==> src/rtl/nco_pkg.sv <==
`default_nettype none

package nco_pkg;

  // phase accumulator and increment width
  localparam int PHASE_W = 32;

  // signed sine, cosine and CORDIC x/y width
  localparam int OUT_W = 10;

  // signed CORDIC residual angle width
  localparam int ANGLE_W = 10;

  // angle inside one quadrant, 512 units make a quarter turn
  localparam int QANGLE_W = 9;
  localparam int FRAC_W = PHASE_W - 2 - QANGLE_W;

  localparam int N_STAGES = 10;

  // full scale divided by the CORDIC gain, so the result lands near 505
  localparam int CORDIC_X0 = 307;

  // atan(2^-i) in quarter-turn units of 512
  localparam int ATAN_TABLE [N_STAGES] = '{256, 151, 79, 40, 20, 10, 5, 2, 1, 0};

  typedef logic [1:0] quadrant_t;

  typedef struct packed {
    quadrant_t             quad;
    logic [QANGLE_W-1:0]   angle;
    logic [FRAC_W-1:0]     frac;
  } phase_fields_t;

  // the adder sees the raw word, the CORDIC start sees the split fields
  typedef union packed {
    logic [PHASE_W-1:0] raw;
    phase_fields_t      fields;
  } nco_phase_u;

endpackage

`default_nettype wire

==> src/rtl/cordic_stage_if.sv <==
`timescale 1ns/100ps
`default_nettype none

// one CORDIC vector between two pipeline stages
interface cordic_stage_if #(
  parameter int OUT_W   = nco_pkg::OUT_W,
  parameter int ANGLE_W = nco_pkg::ANGLE_W
);

  logic signed [OUT_W-1:0]   x;
  logic signed [OUT_W-1:0]   y;
  logic signed [ANGLE_W-1:0] z;
  logic                      valid;

  modport src (
    output x, y, z, valid
  );

  modport dst (
    input x, y, z, valid
  );

endinterface

`default_nettype wire

==> src/rtl/phase_accum.sv <==
`timescale 1ns/100ps
`default_nettype none

module phase_accum #(
  parameter int PHASE_W = nco_pkg::PHASE_W
) (
  input  wire                  clk,
  input  wire                  arst_n_i,
  input  wire                  clken_i,
  input  wire  [PHASE_W-1:0]   phase_inc_i,
  output nco_pkg::nco_phase_u  phase_o,
  output logic                 valid_o
);

  // the sum wraps naturally at 2^PHASE_W
  always_ff @(posedge clk or negedge arst_n_i) begin
    if (!arst_n_i) begin
      phase_o.raw <= '0;
    end else if (clken_i) begin
      phase_o.raw <= phase_o.raw + phase_inc_i;
    end
  end

  // first enabled cycle after reset loads the first real phase
  always_ff @(posedge clk or negedge arst_n_i) begin
    if (!arst_n_i) begin
      valid_o <= 1'b0;
    end else if (clken_i) begin
      valid_o <= 1'b1;
    end
  end

endmodule

`default_nettype wire

==> src/rtl/cordic_init.sv <==
`timescale 1ns/100ps
`default_nettype none

module cordic_init (
  input  wire                 clk,
  input  wire                 arst_n_i,
  input  wire                 clken_i,
  input  nco_pkg::nco_phase_u phase_i,
  input  wire                 valid_i,
  output nco_pkg::quadrant_t  quad_o,
  cordic_stage_if.src         vec_o
);

  import nco_pkg::*;

  // the rotation always starts from the positive x axis, pre-scaled by 1/gain
  always_ff @(posedge clk or negedge arst_n_i) begin
    if (!arst_n_i) begin
      vec_o.x     <= '0;
      vec_o.y     <= '0;
      vec_o.z     <= '0;
      vec_o.valid <= 1'b0;
      quad_o      <= '0;
    end else if (clken_i) begin
      vec_o.x     <= OUT_W'(CORDIC_X0);
      vec_o.y     <= '0;
      vec_o.z     <= ANGLE_W'(phase_i.fields.angle);
      vec_o.valid <= valid_i;
      quad_o      <= phase_i.fields.quad;
    end
  end

endmodule

`default_nettype wire

==> src/rtl/cordic_stage.sv <==
`timescale 1ns/100ps
`default_nettype none

module cordic_stage #(
  parameter int OUT_W   = nco_pkg::OUT_W,
  parameter int ANGLE_W = nco_pkg::ANGLE_W,
  parameter int SHIFT   = 0
) (
  input  wire         clk,
  input  wire         arst_n_i,
  input  wire         clken_i,
  cordic_stage_if.dst in_if,
  cordic_stage_if.src out_if
);

  import nco_pkg::*;

  localparam logic signed [ANGLE_W-1:0] ATAN = ANGLE_W'(ATAN_TABLE[SHIFT]);

  logic                    z_neg;
  logic signed [OUT_W-1:0] x_sh;
  logic signed [OUT_W-1:0] y_sh;

  // a negative residual means the vector went past the target, so turn back
  assign z_neg = in_if.z[ANGLE_W-1];
  assign x_sh  = in_if.x >>> SHIFT;
  assign y_sh  = in_if.y >>> SHIFT;

  always_ff @(posedge clk or negedge arst_n_i) begin
    if (!arst_n_i) begin
      out_if.x     <= '0;
      out_if.y     <= '0;
      out_if.z     <= '0;
      out_if.valid <= 1'b0;
    end else if (clken_i) begin
      if (z_neg) begin
        out_if.x <= in_if.x + y_sh;
        out_if.y <= in_if.y - x_sh;
        out_if.z <= in_if.z + ATAN;
      end else begin
        out_if.x <= in_if.x - y_sh;
        out_if.y <= in_if.y + x_sh;
        out_if.z <= in_if.z - ATAN;
      end
      out_if.valid <= in_if.valid;
    end
  end

endmodule

`default_nettype wire

==> src/rtl/cordic_pipeline.sv <==
`timescale 1ns/100ps
`default_nettype none

module cordic_pipeline #(
  parameter int N_STAGES = nco_pkg::N_STAGES
) (
  input  wire                                clk,
  input  wire                                arst_n_i,
  input  wire                                clken_i,
  cordic_stage_if.dst                        vec_i,
  input  nco_pkg::quadrant_t                 quad_i,
  output logic signed [nco_pkg::OUT_W-1:0]   x_o,
  output logic signed [nco_pkg::OUT_W-1:0]   y_o,
  output nco_pkg::quadrant_t                 quad_o,
  output logic                               valid_o
);

  import nco_pkg::*;

  localparam logic signed [OUT_W-1:0] OUT_MIN = {1'b1, {(OUT_W-1){1'b0}}};

  quadrant_t quad_q [N_STAGES];

  cordic_stage_if #(.OUT_W(OUT_W), .ANGLE_W(ANGLE_W)) stg_if [N_STAGES] ();

  for (genvar i = 0; i < N_STAGES; i++) begin : g_stage
    if (i == 0) begin : g_first
      cordic_stage #(.OUT_W(OUT_W), .ANGLE_W(ANGLE_W), .SHIFT(i)) u_stage (
        .clk      (clk),
        .arst_n_i (arst_n_i),
        .clken_i  (clken_i),
        .in_if    (vec_i),
        .out_if   (stg_if[i])
      );
    end else begin : g_next
      cordic_stage #(.OUT_W(OUT_W), .ANGLE_W(ANGLE_W), .SHIFT(i)) u_stage (
        .clk      (clk),
        .arst_n_i (arst_n_i),
        .clken_i  (clken_i),
        .in_if    (stg_if[i-1]),
        .out_if   (stg_if[i])
      );
    end
  end

  // the quadrant rides one register per stage so it meets its own vector
  always_ff @(posedge clk or negedge arst_n_i) begin
    if (!arst_n_i) begin
      quad_q <= '{default: '0};
    end else if (clken_i) begin
      quad_q[0] <= quad_i;
      for (int i = 1; i < N_STAGES; i++) begin
        quad_q[i] <= quad_q[i-1];
      end
    end
  end

  assign x_o     = stg_if[N_STAGES-1].x;
  assign y_o     = stg_if[N_STAGES-1].y;
  assign valid_o = stg_if[N_STAGES-1].valid;
  assign quad_o  = quad_q[N_STAGES-1];

  // quadrant_fix negates these, which only works if the most negative code never shows up
  a_result_in_range: assert property (
    @(posedge clk) disable iff (!arst_n_i)
    valid_o |-> (x_o != OUT_MIN) && (y_o != OUT_MIN)
  ) else $error("cordic_pipeline: result outside output range");

endmodule

`default_nettype wire

==> src/rtl/quadrant_fix.sv <==
`timescale 1ns/100ps
`default_nettype none

module quadrant_fix (
  input  wire                                clk,
  input  wire                                arst_n_i,
  input  wire                                clken_i,
  input  wire signed [nco_pkg::OUT_W-1:0]    x_i,
  input  wire signed [nco_pkg::OUT_W-1:0]    y_i,
  input  nco_pkg::quadrant_t                 quad_i,
  input  wire                                valid_i,
  output logic signed [nco_pkg::OUT_W-1:0]   sin_o,
  output logic signed [nco_pkg::OUT_W-1:0]   cos_o,
  output logic                               valid_o
);

  // each quadrant is a quarter-turn rotation of the first-quadrant result
  always_ff @(posedge clk or negedge arst_n_i) begin
    if (!arst_n_i) begin
      sin_o   <= '0;
      cos_o   <= '0;
      valid_o <= 1'b0;
    end else if (clken_i) begin
      case (quad_i)
        2'd0: begin
          cos_o <= x_i;
          sin_o <= y_i;
        end
        2'd1: begin
          cos_o <= -y_i;
          sin_o <= x_i;
        end
        2'd2: begin
          cos_o <= -x_i;
          sin_o <= -y_i;
        end
        default: begin
          cos_o <= y_i;
          sin_o <= -x_i;
        end
      endcase
      valid_o <= valid_i;
    end
  end

  // without back-pressure the stream never has a gap once it has started
  a_valid_sticky: assert property (
    @(posedge clk) disable iff (!arst_n_i)
    valid_o |=> valid_o
  ) else $error("quadrant_fix: valid dropped after start");

endmodule

`default_nettype wire

==> src/rtl/nco_top.sv <==
`timescale 1ns/100ps
`default_nettype none

module nco_top #(
  parameter int PHASE_W  = nco_pkg::PHASE_W,
  parameter int N_STAGES = nco_pkg::N_STAGES
) (
  input  wire                                clk,
  input  wire                                arst_n_i,
  input  wire                                clken_i,
  input  wire  [PHASE_W-1:0]                 phase_inc_i,
  output logic signed [nco_pkg::OUT_W-1:0]   sin_o,
  output logic signed [nco_pkg::OUT_W-1:0]   cos_o,
  output logic                               out_valid_o
);

  import nco_pkg::*;

  nco_phase_u              phase;
  logic                    phase_valid;
  quadrant_t               init_quad;
  quadrant_t               pipe_quad;
  logic signed [OUT_W-1:0] pipe_x;
  logic signed [OUT_W-1:0] pipe_y;
  logic                    pipe_valid;

  cordic_stage_if #(.OUT_W(OUT_W), .ANGLE_W(ANGLE_W)) init_vec ();

  phase_accum #(.PHASE_W(PHASE_W)) u_phase_accum (
    .clk         (clk),
    .arst_n_i    (arst_n_i),
    .clken_i     (clken_i),
    .phase_inc_i (phase_inc_i),
    .phase_o     (phase),
    .valid_o     (phase_valid)
  );

  cordic_init u_cordic_init (
    .clk      (clk),
    .arst_n_i (arst_n_i),
    .clken_i  (clken_i),
    .phase_i  (phase),
    .valid_i  (phase_valid),
    .quad_o   (init_quad),
    .vec_o    (init_vec)
  );

  cordic_pipeline #(.N_STAGES(N_STAGES)) u_cordic_pipeline (
    .clk      (clk),
    .arst_n_i (arst_n_i),
    .clken_i  (clken_i),
    .vec_i    (init_vec),
    .quad_i   (init_quad),
    .x_o      (pipe_x),
    .y_o      (pipe_y),
    .quad_o   (pipe_quad),
    .valid_o  (pipe_valid)
  );

  quadrant_fix u_quadrant_fix (
    .clk      (clk),
    .arst_n_i (arst_n_i),
    .clken_i  (clken_i),
    .x_i      (pipe_x),
    .y_i      (pipe_y),
    .quad_i   (pipe_quad),
    .valid_i  (pipe_valid),
    .sin_o    (sin_o),
    .cos_o    (cos_o),
    .valid_o  (out_valid_o)
  );

endmodule

`default_nettype wire

==> config.mk <==
export PLATFORM = sky130hd
export DESIGN_NAME = nco_top
export DESIGN_NICKNAME = d
export VERILOG_FILES = /design/src/rtl/nco_pkg.sv /design/src/rtl/cordic_stage_if.sv /design/src/rtl/phase_accum.sv /design/src/rtl/cordic_init.sv /design/src/rtl/cordic_stage.sv /design/src/rtl/cordic_pipeline.sv /design/src/rtl/quadrant_fix.sv /design/src/rtl/nco_top.sv
export SDC_FILE = /design/constraint.sdc
export NUM_CORES = 1
export LEC_CHECK = 0
export BUFFER_PORTS_ARGS = -buffer_cell sky130_fd_sc_hd__buf_2
export CAP_MARGIN = 15
export CORE_MARGIN = 2
export CORE_UTILIZATION = 45
export CTS_BUF_LIST = sky130_fd_sc_hd__clkbuf_8 sky130_fd_sc_hd__clkbuf_16
export DETAILED_ROUTE_END_ITERATION = 7
export PLACE_DENSITY_LB_ADDON = 0.25
export SLEW_MARGIN = 20
export SYNTH_ARGS = -nofsm -noshare
export SYNTH_HDL_FRONTEND = slang
export SYNTH_HIERARCHICAL = 1
export SYNTH_SLANG_ARGS = --single-unit
==> constraint.sdc <==
create_clock -name clk -period 7.6 [get_ports clk]
set_clock_uncertainty 0.2 [all_clocks]
set_input_delay 0.38 -clock clk [delete_from_list [all_inputs] [get_ports clk]]
set_output_delay 0.38 -clock clk [all_outputs]
set_load 0.03 [all_outputs]
==> run_results.csv, run 1 <==
group,metric,value,unit
run_status,status,"complete, no violations",
timing,finalHoldViolCount,0,
run,maxCapViolCount,0,
clock_network,ctsRootBufferMaster,"clkbuf_16",
synthesis,ys_warn_count,6,
setup_path,cp.arrival,3.84,ns
hold_path,hold_class,"primary input to register",
die,rows,94,
clock_network,clk_latency,0.59,ns
layout,final_cell_mix,"dfrtp_1 (376), ha_1 (296), a21oi_1 (221), inv_1 (219), nand2_1 (204)",
setup_path,critical_path.max_stage_delay,0.87,ns
setup_path,critPathKind,"register to register",
timing,hold_ws,0.102,ns
timing,setup_tns,0,ns
synthesis,synth_area,30100,sq um
die,pin_count,56,
layout,diodes,0,
layout,syn_to_final_growth,7.43,%
layout,final_nets,3518,
clock_network,cts.sinks,376,
timing,fmax,0.280,GHz
clock_network,clkTransAtPathRegs,0.06,ns
clock_network,postCtsSetupRepairBufs,0,
drt,remaining_drc_errors,0,
place,dp_hpwl,49.0,mm
layout,fin_area,32400,sq um
setup_path,path_cells,"ha_1, o211a_1, a21oi_1, a2111oi_0, o31ai_1, a21oi_2, o2111ai_1, a21o_1, a31o_2",
drt,drtPass1Iterations,5,
clock_network,cts_tree,"done",
drt,num_vias,23485,
setup_path,cpMaxStageDelayCell,"a2111oi_0",
global_route,grt_pass1_vias,23298,
timing,fin_crit_sh,47.0,%
global_route,overflow,0,
die,die_y,263,microns
setup_path,reg2reg_setup_slack,4.03,ns
global_route,grt_max_degree,166,
global_route,grt_pass1_wl,114,mm
timing,fin_crit,3.57,ns
die,coreArea,66000,sq um
setup_path,end_kind,"register",
die,initial_core_util,45.7,%
timing,final-setup-viol-count,0,
setup_path,cp-start-kind,"register",
layout,final_common_cell,"dfrtp_1",
timing,slew_headroom,32.9,%
die,dieArea,69000,sq um
place,dpl-instance-area,30900,sq um
synthesis,syn_inst,3176,
setup_path,crit_required,7.87,ns
place,gp_congestion,0.899,
synthesis,avgSynthCellArea,9.49,sq um
clock_network,clockBufferDepth,3,
timing,rsz0062_at_grt,"false",
timing,worst_slew_pin_slew,1.01,ns
clock_network,h-tree-depth,2,
drt,wire_per_inst,16.5,microns
layout,nFillCells,6086,
clock_network,cts_buffers,44,
drt,first_iter_violations,1259,
drt,via_per_inst,5.79,
layout,drive_above_1_share,13.2,%
die,die_w,263,microns
timing,drv_slew,0,
drt,ant_nets,0,
place,io_buffers,55,
global_route,grt_use_total,19.1,%
drt,totalWireLength,66.8,mm
global_route,antenna_found_initial,0,
setup_path,crit_fanout,7,
-- registers in the layout, indices dropped and copies added, names as in the netlist --
signal,flops
u_quadrant_fix/cos_o,10
u_cordic_init/vec_o.z,9
u_cordic_init/vec_o.valid,1
u_cordic_pipeline/g_stage.g_next.u_stage/out_if.z,71
u_cordic_pipeline/g_stage.g_first.u_stage/out_if.y,9
u_quadrant_fix/sin_o,10
u_cordic_pipeline/quad_q,18
u_cordic_pipeline/g_stage.g_first.u_stage/out_if.x,10
u_cordic_pipeline/g_stage.g_first.u_stage/out_if.z,9
u_cordic_pipeline/g_stage.g_next.u_stage/out_if.y,90
u_cordic_pipeline/g_stage.g_next.u_stage/out_if.x,90
u_cordic_pipeline/g_stage.g_next.u_stage/out_if.valid,9
u_phase_accum/valid_o,1
u_quadrant_fix/valid_o,1
u_cordic_init/quad_o,2
u_cordic_pipeline/quad_o,2
u_cordic_init/vec_o.x,1
u_phase_accum/phase_o,32
u_cordic_pipeline/g_stage.g_first.u_stage/out_if.valid,1
-- worst paths after layout --
kind                                           startpoint                    endpoint  cells after the start
worst max-delay path             u_phase_accum/phase_o[2]   u_phase_accum/phase_o[25]                      9
worst min-delay path                              clken_i                    register                      2
worst max register to register   u_phase_accum/phase_o[2]   u_phase_accum/phase_o[25]                      9
worst min register to register  u_phase_accum/phase_o[31]   u_phase_accum/phase_o[31]                      1
max in group asynchronous                        arst_n_i  asynchronous set/reset pin                      3
min in group asynchronous                        arst_n_i  asynchronous set/reset pin                      2
-- stage by stage --
step,utilization (%),setup slack (ns),instances
after detailed placement,46.8,4.10,3974
after floorplan,-,4.49,3191
after global routing,49.1,3.91,4059
final,49.1,4.03,4059
after CTS,49.1,4.13,4059
after global placement,46.8,4.13,3974
-- cell type report --
type,count,area (sq um),area share [%]
multi-input combinational,2457,19200,59.4
sequential,376,9410,29.1
clock buffer,51,1200,3.70
tap,864,1080,3.34
inverter,213,800,2.47
timing repair buffer,67,430,1.33
clock inverter,31,230,0.711
-- critical path, delay by kind of cell, from the launching register on --
kind	cells	cell delay, ns
compound gates	8	2.50
flops	1	0.38
fa+ha+maj	1	0.36
-- routing by layer --
layer | global-route usage, % | share of wire, % | vias to the layer above | wire length (microns)
met5 | 0 | 0 | - | 0
met3 | 2.13 | 2.9 | 80 | 1960
met2 | 33.9 | 49 | 326 | 33000
li1 | - | - | 11609 | -
met4 | 4.97 | 1.6 | 0 | 1060
met1 | 24.7 | 46 | 11470 | 30700
-- what timing repair did --
item | CTS | global route
resized for setup | 0 | 0
hold endpoints to repair | 72 | 0
hold buffers | 3 | 0
Power of run 1 is not shown: default switching activity piles up to over one toggle a cycle in this logic, so the estimate is an artifact.
==> run 2, diff against run 1 <==
==> constraint.sdc (replaced) <==
create_clock -name clk -period 3.65 [get_ports clk]
set_clock_uncertainty 0.2 [all_clocks]
set_input_delay 0.1825 -clock clk [delete_from_list [all_inputs] [get_ports clk]]
set_output_delay 0.1825 -clock clk [all_outputs]
set_load 0.03 [all_outputs]
==> run 2 against run 1 <==
  * Final cell count up 1.0%
  * Final area up 2.0%
  * Routed wire length up 1.6%
  * Sequential share of layout area down 0.57 points
  * Register-to-register slack worse by 3.8 ns
  * Non-clock buffer count up 41
  * First-iteration DRC count up 6.4%
  * Flip-flop and latch count unchanged
  * Setup slack worse by 3.8 ns
  * Hold slack worse by 0.10 ns
  * Count of clock-buffer cells in the layout up 2
  * Critical endpoint is now u_phase_accum/phase_o[26]
  * Largest cell class unchanged
==> run_results.csv, run 2 (synthesis gave the netlist of run 1 again) <==
group,metric,value,unit
run,maxCapViolCount,0,
die,die_y,263,microns
setup_path,critical_path.max_stage_delay,0.42,ns
timing,fin_crit_sh,94.2,%
die,initial_core_util,45.7,%
clock_network,clk_latency,0.61,ns
global_route,grt_max_degree,93,
global_route,grt_pass1_wl,116,mm
timing,setup_tns,0,ns
drt,drtPass1Iterations,5,
clock_network,clkTransAtPathRegs,0.07,ns
timing,final-setup-viol-count,0,
die,dieArea,69000,sq um
setup_path,r2r-start,"u_phase_accum/phase_o[0]",
clock_network,clockBufferDepth,3,
drt,totalWireLength,67.9,mm
setup_path,reg2reg_depth,10,
global_route,antenna_found_initial,0,
setup_path,path_cells,"ha_1, fa_1, a21o_1, a221oi_2, o31a_2, o21ai_2, a221o_1, a41o_1, a2111o_1, o311ai_1",
clock_network,postCtsSetupRepairBufs,0,
place,io_buffers,55,
setup_path,cp-start-kind,"register",
hold_path,hold_class,"primary input to asynchronous set/reset pin",
timing,fin_crit,3.44,ns
clock_network,ctsResizeCount,0,
timing,worst_slew_pin_slew,0.918,ns
clock_network,cts.sinks,376,
drt,ant_nets,0,
setup_path,timing.rr.end,"u_phase_accum/phase_o[26]",
timing,rsz0062_at_grt,"false",
timing,drv_slew,0,
layout,final_cell_mix,"dfrtp_1 (376), ha_1 (296), a21oi_1 (221), inv_1 (211), nand2_1 (204)",
drt,via_per_inst,5.80,
drt,first_iter_violations,1339,
setup_path,critPathKind,"register to register",
setup_path,crit_fanout,4,
global_route,grt_use_total,19.6,%
clock_network,h-tree-depth,2,
setup_path,crit_required,3.93,ns
layout,syn_to_final_growth,9.56,%
clock_network,cts_buffers,45,
layout,post-route-util,50.0,%
global_route,grt_pass1_vias,23673,
die,coreArea,66000,sq um
setup_path,reg2reg_setup_slack,0.21,ns
drt,num_vias,23779,
drt,wire_per_inst,16.6,microns
layout,final_nets,3560,
layout,reg_top3,"u_cordic_pipeline/g_stage.g_next.u_stage/out_if.x: 90 flops, u_cordic_pipeline/g_stage.g_next.u_stage/out_if.y: 90 flops, u_cordic_pipeline/g_stage.g_next.u_stage/out_if.z: 71 flops",
clock_network,cts_tree,"done",
setup_path,cp.arrival,3.72,ns
die,die_w,263,microns
place,dp_hpwl,50.1,mm
timing,slew_headroom,38.0,%
layout,diodes,0,
layout,drive_above_1_share,13.9,%
die,pin_count,56,
timing,fmax,0.291,GHz
layout,final_common_cell,"dfrtp_1",
drt,remaining_drc_errors,0,
setup_path,cpMaxStageDelayCell,"fa_1",
clock_network,ctsRootBufferMaster,"clkbuf_16",
setup_path,end_kind,"register",
place,gp_congestion,0.884,
run_status,status,"complete, no violations",
die,rows,94,
timing,finalHoldViolCount,0,
global_route,overflow,0,
run 2: final cells by class:
| class | count | area [sq um] |
|---|---|---|
| clock buffers | 53 | 1240 |
| clock inverters | 30 | 433 |
| repair buffers | 108 | 831 |
| fillers | 5952 | 33000 |
| well taps | 864 | 1080 |
| inverters | 213 | 800 |
| flip-flops and latches | 376 | 9410 |
| multi-input cells | 2457 | 19200 |
run 2: per-stage QoR:
| stage | setup slack, ns | instances | hold WS (ns) | instance area (sq um) |
|---|---|---|---|---|
| 2_1_floorplan | 0.565 | 3191 | -0.313 | 30200 |
| 3_5_place_dp | 0.313 | 3993 | 0.0713 | 31100 |
| 4_1_cts | 0.268 | 4101 | 0.000452 | 33000 |
| 5_1_grt | 0.0806 | 4101 | 0.0542 | 33000 |
| 3_3_place_gp | 0.346 | 3993 | 0.0599 | 31100 |
| 6_report | 0.211 | 4101 | 0.000451 | 33000 |
run 2: worst max-delay path by stage:
stage | startpoint | end | slack [ns] | cells past startpoint
after floorplan | u_phase_accum/phase_o[0] | u_phase_accum/phase_o[26] | 0.57 | 10
after detailed placement | u_phase_accum/phase_o[0] | u_phase_accum/phase_o[26] | 0.31 | 10
final | u_phase_accum/phase_o[0] | u_phase_accum/phase_o[26] | 0.21 | 10
after global routing | u_phase_accum/phase_o[0] | u_phase_accum/phase_o[26] | 0.08 | 10
after CTS | u_phase_accum/phase_o[0] | u_phase_accum/phase_o[26] | 0.27 | 10
after global placement | u_phase_accum/phase_o[0] | u_phase_accum/phase_o[26] | 0.35 | 10
run 2: metal layers:
layer  vias to the layer above  GRT usage (%)  wire [microns]
met1                     11634           25.6           31400
met5                         -              0               0
met3                        96           2.16            2050
met4                         0           5.64            1470
li1                      11685              -               -
met2                       364           34.1           33000
run 2: what timing repair did:
action                     4_1_cts  5_1_grt
hold endpoints to repair       260        0
setup endpoints to repair        0        0
hold buffers                    25        0
run 2: critical path, delay by kind of cell, from the launching register on:
kind,cells,cell delay [ns]
adders and majority gates,2,0.65
AOI/OAI and AO/OA,8,2.08
DFF,1,0.38
Power of run 2 is left out for the same reason.
==> run 3, diff against run 2 <==
--- a/config.mk
+++ b/config.mk
@@ -7,8 +7,9 @@
 export LEC_CHECK = 0
 export BUFFER_PORTS_ARGS = -buffer_cell sky130_fd_sc_hd__buf_2
 export CAP_MARGIN = 15
+export CORE_ASPECT_RATIO = 0.9
 export CORE_MARGIN = 2
-export CORE_UTILIZATION = 45
+export CORE_UTILIZATION = 65
 export CTS_BUF_LIST = sky130_fd_sc_hd__clkbuf_8 sky130_fd_sc_hd__clkbuf_16
 export DETAILED_ROUTE_END_ITERATION = 7
 export PLACE_DENSITY_LB_ADDON = 0.25
@@ -17,3 +18,4 @@
 export SYNTH_HDL_FRONTEND = slang
 export SYNTH_HIERARCHICAL = 1
 export SYNTH_SLANG_ARGS = --single-unit
+export TNS_END_PERCENT = 5
==> run 3 against run 2 <==
  * Final cell count decreased by 6.5%
  * Critical path depth down 1
  * Global-route usage rose by 9.2 points
  * Flip-flop and latch count stayed put
  * Routed wire length up 2.6%
==> run_results.csv, run 3 (synthesis gave the netlist of run 1 again) <==
group,metric,value,unit
setup_path,end_kind,"register",
timing,fin_crit_sh,94.4,%
layout,reg_top3,"u_cordic_pipeline/g_stage.g_next.u_stage/out_if.x: 90 flops, u_cordic_pipeline/g_stage.g_next.u_stage/out_if.y: 90 flops, u_cordic_pipeline/g_stage.g_next.u_stage/out_if.z: 71 flops",
setup_path,cpMaxStageDelayCell,"a2111oi_0",
drt,num_vias,24370,
setup_path,crit_required,3.93,ns
die,die_y,208,microns
run_status,status,"complete, no violations",
setup_path,r2r-start,"u_phase_accum/phase_o[2]",
clock_network,h-tree-depth,2,
clock_network,cts.sinks,376,
die,initial_core_util,66.1,%
place,gp_congestion,0.898,
layout,final_cell_mix,"dfrtp_1 (376), ha_1 (296), a21oi_1 (221), inv_1 (213), nand2_1 (204)",
setup_path,critPathBufInv,0,
setup_path,reg2reg_setup_slack,0.20,ns
die,coreArea,45600,sq um
setup_path,crit_fanout,7,
global_route,grt_pass1_vias,24007,
global_route,overflow,0,
layout,drive_above_1_share,13.8,%
drt,via_per_inst,6.35,
drt,first_iter_violations,1879,
die,pin_count,56,
setup_path,critPathKind,"register to register",
drt,ant_nets,0,
setup_path,cp-endpoint,"u_phase_accum/phase_o[25]",
timing,setup_tns,0,ns
global_route,antenna_found_initial,1,
setup_path,path_cells,"ha_1, o211a_1, a21oi_1, a2111oi_0, o31ai_1, a21oi_2, o2111ai_1, a21o_1, a31o_2",
setup_path,crit_family,"compound AO/OA/AOI/OAI gates",
timing,slew_headroom,41.6,%
setup_path,critical_path.max_stage_delay,0.80,ns
die,dieArea,48100,sq um
clock_network,cts_tree,"done",
layout,final_nets,3553,
timing,rsz0062_at_grt,"false",
setup_path,cp.arrival,3.73,ns
drt,remaining_drc_errors,0,
layout,post-route-util,71.3,%
setup_path,cp-startpoint,"u_phase_accum/phase_o[2]",
timing,worst_slew_pin_slew,0.854,ns
die,die_w,231,microns
drt,drtPass1Iterations,5,
clock_network,ctsResizeCount,0,
setup_path,reg2reg_depth,9,
timing,final-setup-viol-count,0,
setup_path,cp-start-kind,"register",
drt,totalWireLength,69.7,mm
setup_path,timing.rr.end,"u_phase_accum/phase_o[25]",
timing,finalHoldViolCount,0,
place,dp_hpwl,50.8,mm
timing,fin_crit,3.45,ns
clock_network,clk_latency,0.59,ns
timing,fmax,0.290,GHz
timing,drv_slew,0,
layout,final_common_cell,"dfrtp_1",
die,rows,74,
layout,syn_to_final_growth,7.82,%
clock_network,clkTransAtPathRegs,0.06,ns
clock_network,postCtsSetupRepairBufs,0,
hold_path,hold_class,"primary input to register",
clock_network,ctsRootBufferMaster,"clkbuf_16",
setup_path,cp.depth,9,
global_route,grt_use_total,28.8,%
global_route,grt_pass1_wl,117,mm
global_route,grt_max_degree,94,
place,io_buffers,55,
clock_network,clockBufferDepth,3,
drt,wire_per_inst,18.2,microns
clock_network,cts_buffers,44,
run,maxCapViolCount,0,
run 3: worst reg2reg max path: cells and delay by family, from the launching register on:
kind / cells / cell delay [ns]
AOI/OAI and AO/OA: 8 / 2.39
DFF: 1 / 0.38
adders and majority gates: 1 / 0.36
run 3: timing repair:
action | in CTS | in global routing
setup endpoints to repair | 0 | 0
hold endpoints to repair | 221 | 0
hold buffers | 18 | 0
run 3: through the flow:
step | cells | area, sq um | setup slack (ns) | hold slack (ns)
after global placement | 3738 | 30800 | 0.422 | 0.0528
after floorplan | 3191 | 30200 | 0.565 | -0.313
final | 3836 | 32500 | 0.203 | 0.00973
after CTS | 3835 | 32500 | 0.333 | 0.00165
after global routing | 3836 | 32500 | 0.0722 | 0.0501
after detailed placement | 3738 | 30800 | 0.374 | 0.0710
run 3: per-layer routing:
layer | global-route usage (%) | vias up | routed length (microns) | part of all wire (%)
met3 | 3.36 | 151 | 3170 | 4.5
met1 | 39.8 | 11880 | 31600 | 45
met2 | 47.2 | 677 | 33200 | 48
met4 | 9.23 | 0 | 1710 | 2.4
met5 | 0 | - | 0 | 0
li1 | - | 11662 | - | -
run 3: how the worst min path moves through the flow:
stage	slack [ns]	depth (start not counted)	startpoint	end
floorplan	-0.31	0	arst_n_i	u_cordic_init/quad_o[0]
global placement	0.05	1	arst_n_i	asynchronous set/reset pin
detailed placement	0.07	1	arst_n_i	asynchronous set/reset pin
CTS	0.002	4	phase_inc_i[25]	u_phase_accum/phase_o[26]
global route	0.05	4	phase_inc_i[25]	u_phase_accum/phase_o[26]
finish	0.01	4	phase_inc_i[25]	u_phase_accum/phase_o[26]
run 3: final cells by class:
class,count,area (sq um)
Timing Repair Buffer,102,756
Clock inverter,27,313
Fill cell,3435,13100
Sequential cell,376,9410
Antenna cell,1,2.50
Multi-Input combinational cell,2457,19200
Clock buffer,52,1220
Inverter,213,800
Tap cell,608,761
Power of run 3 is left out for the same reason.
